File: config.mk
export PLATFORM = sky130hd
export DESIGN_NAME = gpio_top
export DESIGN_NICKNAME = d
export VERILOG_FILES = /design/src/hdl/gpio_cfg_pkg.sv /design/src/hdl/gpio_lane_pkg.sv /design/src/hdl/gear_phase_ctr.sv /design/src/hdl/gear_serializer.sv /design/src/hdl/gear_deserializer.sv /design/src/hdl/gpio_top.sv
export SDC_FILE = /design/constraint.sdc
export NUM_CORES = 1
export LEC_CHECK = 0
export BUFFER_PORTS_ARGS = -buffer_cell sky130_fd_sc_hd__buf_2
export CORE_ASPECT_RATIO = 0.75
export CORE_MARGIN = 4
export CORE_UTILIZATION = 54
export CTS_BUF_LIST = sky130_fd_sc_hd__clkbuf_4 sky130_fd_sc_hd__clkbuf_8
export DETAILED_ROUTE_END_ITERATION = 6
export GPL_TIMING_DRIVEN = 0
export PLACE_DENSITY = 0.94
export SKIP_CTS_REPAIR_TIMING = 1
export SYNTH_ARGS = -nofsm -noshare
export SYNTH_HDL_FRONTEND = slang
export SYNTH_SLANG_ARGS = --single-unit
File: constraint.sdc
create_clock -name fr_out_clk -period 2.15 [get_ports fr_out_clk]
set_input_delay 0.1075 -clock fr_out_clk [delete_from_list [all_inputs] [get_ports fr_out_clk]]
set_output_delay 0.1075 -clock fr_out_clk [all_outputs]
set_load 0.005 [all_outputs]
File: src/hdl/gpio_cfg_pkg.sv
// build-time configuration of the gpio block
// only the 2:1 gear ratio is exercised, and slot_t is sized from GEAR_RATIO
`default_nettype none

package gpio_cfg_pkg;

	// number of bidirectional pins
	localparam int PIN_COUNT = 4;

	// full-rate cycles that make up one half-rate word
	localparam int GEAR_RATIO = 2;

	// width of one flattened half-rate word, all lanes of all pins
	localparam int WORD_BITS = PIN_COUNT * GEAR_RATIO;

	// lane index within the current half-rate word
	typedef logic [$clog2(GEAR_RATIO)-1:0] slot_t;

endpackage : gpio_cfg_pkg

`default_nettype wire

File: src/hdl/gpio_lane_pkg.sv
// lane and word types shared by the gearbox modules
// the flattened bit order of hr_word_t is slot-major, lane 0 in the low bits
`default_nettype none

package gpio_lane_pkg;

	import gpio_cfg_pkg::*;

	// one bit per pin, as seen on the pad side in one full-rate cycle
	typedef logic [PIN_COUNT-1:0] pin_vec_t;

	// a half-rate word is GEAR_RATIO pin vectors, indexed by lane
	// bit lane*PIN_COUNT+pin of the flat word belongs to that pin and lane,
	// which the packed layout gives for free
	typedef pin_vec_t [GEAR_RATIO-1:0] hr_word_t;

endpackage : gpio_lane_pkg

`default_nettype wire

File: src/hdl/gear_phase_ctr.sv
// slot counter that paces the half-rate gearbox on fr_out_clk
// advances only on edges with cke high; sclr has no effect on it
`timescale 1ns/10ps
`default_nettype none

module gear_phase_ctr
	import gpio_cfg_pkg::*;
(
	input  logic  fr_out_clk,
	input  logic  rst_n,
	input  logic  cke,
	output slot_t slot
);

	// last lane of a word, after which the count wraps to lane 0
	localparam slot_t LAST_SLOT = slot_t'(GEAR_RATIO - 1);

	slot_t slot_q;

	// output and input gearing both follow this one phase reference,
	// so a word leaving on the pins and a word arriving stay aligned
	always_ff @(posedge fr_out_clk) begin
		if (!rst_n) begin
			slot_q <= '0;
		end else if (cke) begin
			if (slot_q == LAST_SLOT) begin
				slot_q <= '0;
			end else begin
				slot_q <= slot_q + slot_t'(1);
			end
		end
	end

	assign slot = slot_q;

endmodule : gear_phase_ctr

`default_nettype wire

File: src/hdl/gear_serializer.sv
// half-rate to full-rate serializer for one word of per-pin lanes
// lane_word_t must hold GEAR_RATIO lanes of PIN_COUNT bits, lane 0 lowest
// the word is sampled at slot 0 only, there is no back-pressure
`timescale 1ns/10ps
`default_nettype none

module gear_serializer
	import gpio_cfg_pkg::*, gpio_lane_pkg::*;
#(
	parameter type lane_word_t = hr_word_t
) (
	input  logic       fr_out_clk,
	input  logic       rst_n,
	input  logic       cke,
	input  logic       sclr,
	input  slot_t      slot,
	input  lane_word_t word,
	output pin_vec_t   pins
);

	// number of lanes carried by the payload type
	localparam int LANES = $bits(lane_word_t) / PIN_COUNT;

	// lane view of the incoming word, independent of how the type is declared
	logic [LANES-1:0][PIN_COUNT-1:0] word_lanes;

	// lanes 1 and up wait here while the earlier lanes are on the pins
	pin_vec_t [LANES-1:1] hold_q;

	// registered per-pin output, one lane per enabled cycle
	pin_vec_t pins_q;

	assign word_lanes = word;

	// at slot 0 lane 0 goes straight to the pins and the rest is parked,
	// so the next word can be taken while the last lane is still driven
	always_ff @(posedge fr_out_clk) begin
		if (!rst_n || sclr) begin
			pins_q <= '0;
			hold_q <= '0;
		end else if (cke) begin
			if (slot == '0) begin
				pins_q <= word_lanes[0];
				hold_q <= word_lanes[LANES-1:1];
			end else begin
				for (int k = 1; k < LANES; k++) begin
					if (slot == slot_t'(k)) begin
						pins_q <= hold_q[k];
					end
				end
			end
		end
	end

	// lane k is visible for the cycle after the edge at which slot was k
	assign pins = pins_q;

endmodule : gear_serializer

`default_nettype wire

File: src/hdl/gear_deserializer.sv
// full-rate to half-rate deserializer for the pad input samples
// dout_valid pulses for one cycle per word and must be consumed at once
`timescale 1ns/10ps
`default_nettype none

module gear_deserializer
	import gpio_cfg_pkg::*, gpio_lane_pkg::*;
(
	input  logic     fr_out_clk,
	input  logic     rst_n,
	input  logic     cke,
	input  logic     sclr,
	input  slot_t    slot,
	input  pin_vec_t pad_in,
	output hr_word_t dout,
	output logic     dout_valid
);

	// slot at which the word is complete
	localparam slot_t LAST_SLOT = slot_t'(GEAR_RATIO - 1);

	// samples of every lane but the last, which is taken directly from pad_in
	pin_vec_t [GEAR_RATIO-2:0] lane_q;

	hr_word_t dout_q;
	logic     valid_q;

	// capture the pad into the lane that matches the current slot
	always_ff @(posedge fr_out_clk) begin
		if (!rst_n || sclr) begin
			lane_q <= '0;
		end else if (cke) begin
			for (int k = 0; k < GEAR_RATIO - 1; k++) begin
				if (slot == slot_t'(k)) begin
					lane_q[k] <= pad_in;
				end
			end
		end
	end

	// publish the assembled word at the last slot
	// valid drops on the next edge even when cke is low, so it never stretches
	always_ff @(posedge fr_out_clk) begin
		if (!rst_n || sclr) begin
			dout_q  <= '0;
			valid_q <= 1'b0;
		end else begin
			valid_q <= 1'b0;
			if (cke && slot == LAST_SLOT) begin
				dout_q  <= {pad_in, lane_q};
				valid_q <= 1'b1;
			end
		end
	end

	assign dout       = dout_q;
	assign dout_valid = valid_q;

endmodule : gear_deserializer

`default_nettype wire

File: src/hdl/gpio_top.sv
// bidirectional gpio block with a 2:1 half-rate gearbox, single clock
// the tri-state pad itself lives outside, driven from pad_out and pad_oe
// din and oe are sampled while hr_strobe and cke are both high
`timescale 1ns/10ps
`default_nettype none

module gpio_top
	import gpio_cfg_pkg::*, gpio_lane_pkg::*;
(
	input  logic     fr_out_clk,
	input  logic     rst_n,
	input  logic     cke,
	input  logic     sclr,
	input  hr_word_t din,
	input  hr_word_t oe,
	input  pin_vec_t pad_in,
	output pin_vec_t pad_out,
	output pin_vec_t pad_oe,
	output hr_word_t dout,
	output logic     dout_valid,
	output logic     hr_strobe
);

	slot_t slot;

	// shared phase for both output serializers and the input capture
	gear_phase_ctr phase_ctr (
		.fr_out_clk (fr_out_clk),
		.rst_n      (rst_n),
		.cke        (cke),
		.slot       (slot)
	);

	// hr_strobe marks the cycle in which a new half-rate word is taken
	assign hr_strobe = (slot == '0);

	// output data path
	gear_serializer #(
		.lane_word_t (hr_word_t)
	) data_ser (
		.fr_out_clk (fr_out_clk),
		.rst_n      (rst_n),
		.cke        (cke),
		.sclr       (sclr),
		.slot       (slot),
		.word       (din),
		.pins       (pad_out)
	);

	// output enable path, same lane order as the data
	gear_serializer #(
		.lane_word_t (hr_word_t)
	) oe_ser (
		.fr_out_clk (fr_out_clk),
		.rst_n      (rst_n),
		.cke        (cke),
		.sclr       (sclr),
		.slot       (slot),
		.word       (oe),
		.pins       (pad_oe)
	);

	// input capture, two samples per pin packed into one word
	gear_deserializer deser (
		.fr_out_clk (fr_out_clk),
		.rst_n      (rst_n),
		.cke        (cke),
		.sclr       (sclr),
		.slot       (slot),
		.pad_in     (pad_in),
		.dout       (dout),
		.dout_valid (dout_valid)
	);

endmodule : gpio_top

`default_nettype wire

==> results of run 1 <==
worst paths after layout:
| path | slack [ns] | depth (start not counted) | start | to |
|---|---|---|---|---|
| max | 0.85 | 4 | phase_ctr.slot | hr_strobe |
| min | 0.01 | 3 | din[4] | data_ser.hold_q[0] |
| max reg2reg | 1.06 | 5 | phase_ctr.slot | deser.dout[1] |
| min reg2reg | 0.46 | 2 | deser.dout[2] | deser.dout[2] |
kinds of logic after synthesis:
logic type,count (synthesis),synth area share (%)
AND/OR/NAND/NOR,54,20.3
flip-flops,30,51.8
AO/OA/AOI/OAI,29,14.5
buffers and inverters,11,6.58
multiplexers,8,6.90
registers in the layout (all words and copies together) (netlist names):
| register | cells |
|---|---|
| deser.dout_valid | 1 |
| phase_ctr.slot | 1 |
| oe_ser.pins | 4 |
| deser.lane_q | 4 |
| deser.dout | 8 |
| data_ser.pins | 4 |
| oe_ser.hold_q | 4 |
| data_ser.hold_q | 4 |
layout make-up:
| cell class | instances | area (µm²) |
|---|---|---|
| sequential | 30 | 601 |
| clock buffer | 7 | 52.6 |
| tap | 24 | 30.0 |
| fill | 170 | 589 |
| buffer | 10 | 72.6 |
| timing repair buffer | 40 | 200 |
| inverter | 1 | 3.75 |
| multi-input combinational | 91 | 483 |
synth_stat cells:
| master | instances | area, µm² |
|---|---|---|
| a211oi_1 | 8 | 60.1 |
| a21oi_1 | 20 | 100 |
| nand3_1 | 8 | 40.0 |
| nand2b_1 | 2 | 12.5 |
| buf_2 | 4 | 20.0 |
| and2b_2 | 1 | 8.76 |
| a21boi_0 | 1 | 7.51 |
| nand2_1 | 32 | 120 |
| inv_1 | 1 | 3.75 |
| clkbuf_1 | 1 | 3.75 |
| mux2i_1 | 8 | 80.1 |
| nand2b_2 | 1 | 8.76 |
| buf_4 | 2 | 15.0 |
| nor2_1 | 9 | 33.8 |
| buf_6 | 3 | 33.8 |
| nand2_4 | 1 | 11.3 |
| dfxtp_1 | 30 | 601 |
cells in the final DEF (no fill, tap or decap):
cell and instances:
nand2b_1 2, a21boi_0 1, nor2_1 9, nand2b_2 1, nand3_1 8, a211oi_1 8
buf_6 3, nand2_4 1, and2b_2 1, dfxtp_1 30, a21oi_1 20, nand2_1 32
buf_4 2, clkbuf_4 7, mux2i_1 8, clkbuf_1 1, buf_2 44, inv_1 1
layer usage:
layer / vias to the layer above / GRT usage [%] / part of all wire [%]
met5: - / 0 / 0
met4: 0 / 10.2 / 1.8
met3: 5 / 9.26 / 8.1
met2: 40 / 34.4 / 48
met1: 500 / 24.3 / 42
li1: 538 / - / -
metrics by stage:
step	util [%]	cell area, µm²	power (mW)	std cells	worst slack, ns
3_5_place_dp	68.4	1390	0.721	196	1.07
4_1_cts	71.0	1440	1.04	203	0.828
3_3_place_gp	68.4	1390	0.713	196	1.14
5_1_grt	71.0	1440	1.07	203	0.782
2_1_floorplan	-	1160	0.671	132	1.21
6_report	71.0	1440	1.03	203	0.847
report_power, final:
group	leakage, nW	internal [mW]	switching [mW]
combinational	0.353	0.0579	0.0700
clock	0.0322	0.148	0.177
sequential	0.244	0.572	0.00841
worst min-delay path: stages:
cell and delay (ns):
buf_2 0.10, nand2_1 0.04, a21oi_1 0.05
==> flow_metrics.tcl, run 1 <==
set metrics [dict create \
    status "complete, no violations" \
    cpPeakStageDelay_ns 0.36 \
    start_util_pct 57.1 \
    finalCritPeriodShare_pct 60.6 \
    syn_area_mm2 0.00116 \
    drc 0 \
    hold-worst-slack_ns 0.0117 \
    worstSetupStartpointType "flip-flop" \
    overflow 0 \
    yosysSeqAreaShare_pct 51.8 \
    tightest_slew_ns 0.446 \
    first_iter_violations 45 \
    via_per_inst 5.33 \
    cp-end-kind "primary output" \
    path_class "flip-flop to primary output" \
    grt_use_total_pct 21.2 \
    wl_per_cell_um 13.9 \
    clk_path_buf_depth 2 \
    core_region_area_mm2 0.00203 \
    avgSynthCellArea_um2 8.79 \
    drive_gt1_share_pct 33.0 \
    clock.fmax_mhz 767 \
    crit_slowest_cell "dfxtp_1" \
    synth_cell_types 17 \
    power.leakage_nw 0.629 \
    finalHoldViolCount 0 \
    antenna_found_initial 0 \
    drt_pass1_iterations 4 \
    yosys_register_bits 30 \
    setup_tns_ns 0 \
    syn_inst 132 \
    die_area_mm2 0.00296 \
    grt_max_degree 11 \
    path_max_fanout 10 \
    cts_root_buf "clkbuf_4" \
    final_nets 203 \
    period_needed_ns 1.30 \
    worstPathCellList "buf_6 -> buf_6 -> inv_1 -> buf_2" \
    port_buffers 40 \
    worst-path-buf-inv 4 \
    yosys_warnings 0 \
    relSlewSlack_pct 70.3 \
    cp.arrival_ns 1.20 \
    area_growth_pct 24.4 \
    antenna_left 0 \
    grt_pass1_wl_um 4310 \
    critPathTopFamily "buffers and inverters" \
    first_global_vias 1011 \
    hpwlAfterDp_um 2080 \
    clk_latency_ns 0.33 \
    rsz0062_at_grt "no" \
    die_h_um 48.1 \
    crit_required_ns 2.04 \
    cts.clk_slew.worst_paths_ns 0.09 \
    die_x_um 61.5 \
    synthesis.nets 156 \
    cts.sink_count 30 \
    routed_wl_um 2820 \
    irDropWorstVdd_uv 505 \
    power_density_mw_per_mm2 716 \
    cts_tree "done" \
    via_count 1083 \
    finClkSkew_ns 0.00941 \
    num_antenna_cells 0 \
    min_path_type "input pin to flip-flop" \
    slew_viol_final 0 \
    drv_cap 0 \
    rows 14 \
    numCtsBuffers 5 \
    io_pins 42 \
    ctsHtreeMaxLevel 2 \
    worst_path_most_repeated_cell "buf_6" \
    setup_violations 0 \
    place_congestion 0.792 \
]
No activity file was read; power rests on OpenSTA's default activity.
==> inputs of run 2 (changes only) <==
Settings changed: CORE_UTILIZATION 54 to 45, PLACE_DENSITY 0.94 to 0.85.
Clock period 2.15 ns to 1.1 ns, I/O delays scaled along.
==> flow_metrics.tcl, run 2 (synthesis gave the netlist of run 1 again) <==
set metrics [dict create \
    min_to "oe_ser.pins[3]" \
    numCtsBuffers 5 \
    hold-worst-slack_ns 0.0625 \
    routed_wl_um 3020 \
    finClkSkew_ns 0.00516 \
    cts.sink_count 30 \
    finalHoldViolCount 0 \
    die_h_um 52.0 \
    die_area_mm2 0.00346 \
    via_count 1140 \
    clk_path_buf_depth 2 \
    overflow 0 \
    num_antenna_cells 0 \
    crit_required_ns 1.04 \
    worstSetupStartpointType "flip-flop" \
    clk_latency_ns 0.33 \
    power.leakage_nw 0.721 \
    grt_pass1_wl_um 4310 \
    swShare_pct 24.7 \
    final_util_pct 69.3 \
    cts_tree "done" \
    hold_start "oe[3]" \
    rrSetupSlack_ns 0.06 \
    m1WireLength_um 1380 \
    path_class "flip-flop to primary output" \
    largest_reg_flops 8 \
    first_iter_violations 46 \
    netSwitchingPower_uw 531 \
    hpwlAfterDp_um 2000 \
    slew_viol_final 0 \
    die_x_um 66.6 \
    rows 15 \
    clock.fmax_mhz 923 \
    worstRegToRegCells 4 \
    drt_pass1_iterations 4 \
    internal_power_mw 1.62 \
    final_nets 221 \
    route.met3.wl_um 172 \
    startpoint "phase_ctr.slot" \
    drv_cap 0 \
    clkPwrFrac_pct 32.5 \
    top_layer "met4" \
    antenna_found_initial 0 \
    tightest_slew_ns 0.405 \
    cts.clk_slew.worst_paths_ns 0.09 \
    port_buffers 40 \
    timing.rr.end "oe_ser.pins[1]" \
    p_comb_share_pct 14.7 \
    cp-end-kind "primary output" \
    drive_gt1_share_pct 34.3 \
    grt_max_degree 11 \
    core_region_area_mm2 0.00238 \
    drc 0 \
    antenna_left 0 \
    min_path_type "input pin to flip-flop" \
    relSlewSlack_pct 73.0 \
    layout_commonest_cell "buf_2" \
    cp.arrival_ns 1.03 \
    status "complete, no violations" \
    io_pins 42 \
    wl_per_cell_um 13.0 \
    power_density_mw_per_mm2 1300 \
    place_congestion 0.797 \
    seqPwrFrac_pct 52.8 \
    path_max_fanout 6 \
    r2r-start "phase_ctr.slot" \
    period_needed_ns 1.08 \
    start_util_pct 48.7 \
    ctsHtreeMaxLevel 2 \
    finalCritPeriodShare_pct 98.5 \
    via_per_inst 4.91 \
    rsz0062_at_grt "yes" \
    wl_met2_um 1410 \
    setup_violations 0 \
    irDropWorstVdd_uv 762 \
    layout_common_cells "buf_2, nand2_1, dfxtp_1, a21oi_1, dlygate4sd3_1" \
    first_global_vias 974 \
    cts_root_buf "clkbuf_4" \
    holdPathStages 3 \
    grt_use_total_pct 17.1 \
    area_growth_pct 42.5 \
]
run 2: cell type report:
type                            count  area, µm²
Fill cell                         206        731
Sequential cell                    30        602
Multi-Input combinational cell     91        488
Timing Repair Buffer               58        374
Buffer                             10       76.3
Clock buffer                        7       58.8
Tap cell                           34       42.5
Inverter                            1       6.26
Clock inverter                      1       5.00
run 2: per-stage QoR:
stage	std cells	setup TNS (ns)	cell area [µm²]	setup WS [ns]	power, mW
finish	232	0	1650	0.0162	2.15
global route	232	-0.0501	1650	-0.0498	2.25
CTS	214	-0.161	1470	-0.161	2.10
detailed placement	206	0	1400	0.0274	1.41
global placement	206	0	1400	0.0782	1.40
floorplan	132	0	1160	0.165	1.31
run 2: worst max-delay path by stage:
stage / endpoint / slack, ns / cells after the start
final: hr_strobe / 0.02 / 4
after global routing: hr_strobe / -0.05 / 4
after CTS: hr_strobe / -0.16 / 4
after detailed placement: deser.dout[5] / 0.03 / 5
after global placement: deser.dout[2] / 0.08 / 5
after floorplan: deser.dout[0] / 0.16 / 5
run 2: metal layers:
layer / vias to the layer above / global-route usage [%]
met5: - / 0
li1: 573 / -
met1: 524 / 21.2
met2: 35 / 26.0
met4: 0 / 9.12
met3: 8 / 5.62
run 2: worst max-delay path: stages, from the launching register on:
cell,delay (ns)
dfxtp_2,0.35
buf_6,0.11
buf_8,0.12
inv_4,0.03
buf_6,0.10
run 2: power groups by stage:
stage,Sequential (mW),Clock (mW),Combinational [mW]
after floorplan,1.16,0,0.153
after CTS,1.13,0.718,0.248
final,1.13,0.697,0.316
after detailed placement,1.16,0,0.247
after global routing,1.14,0.770,0.343
after global placement,1.16,0,0.239
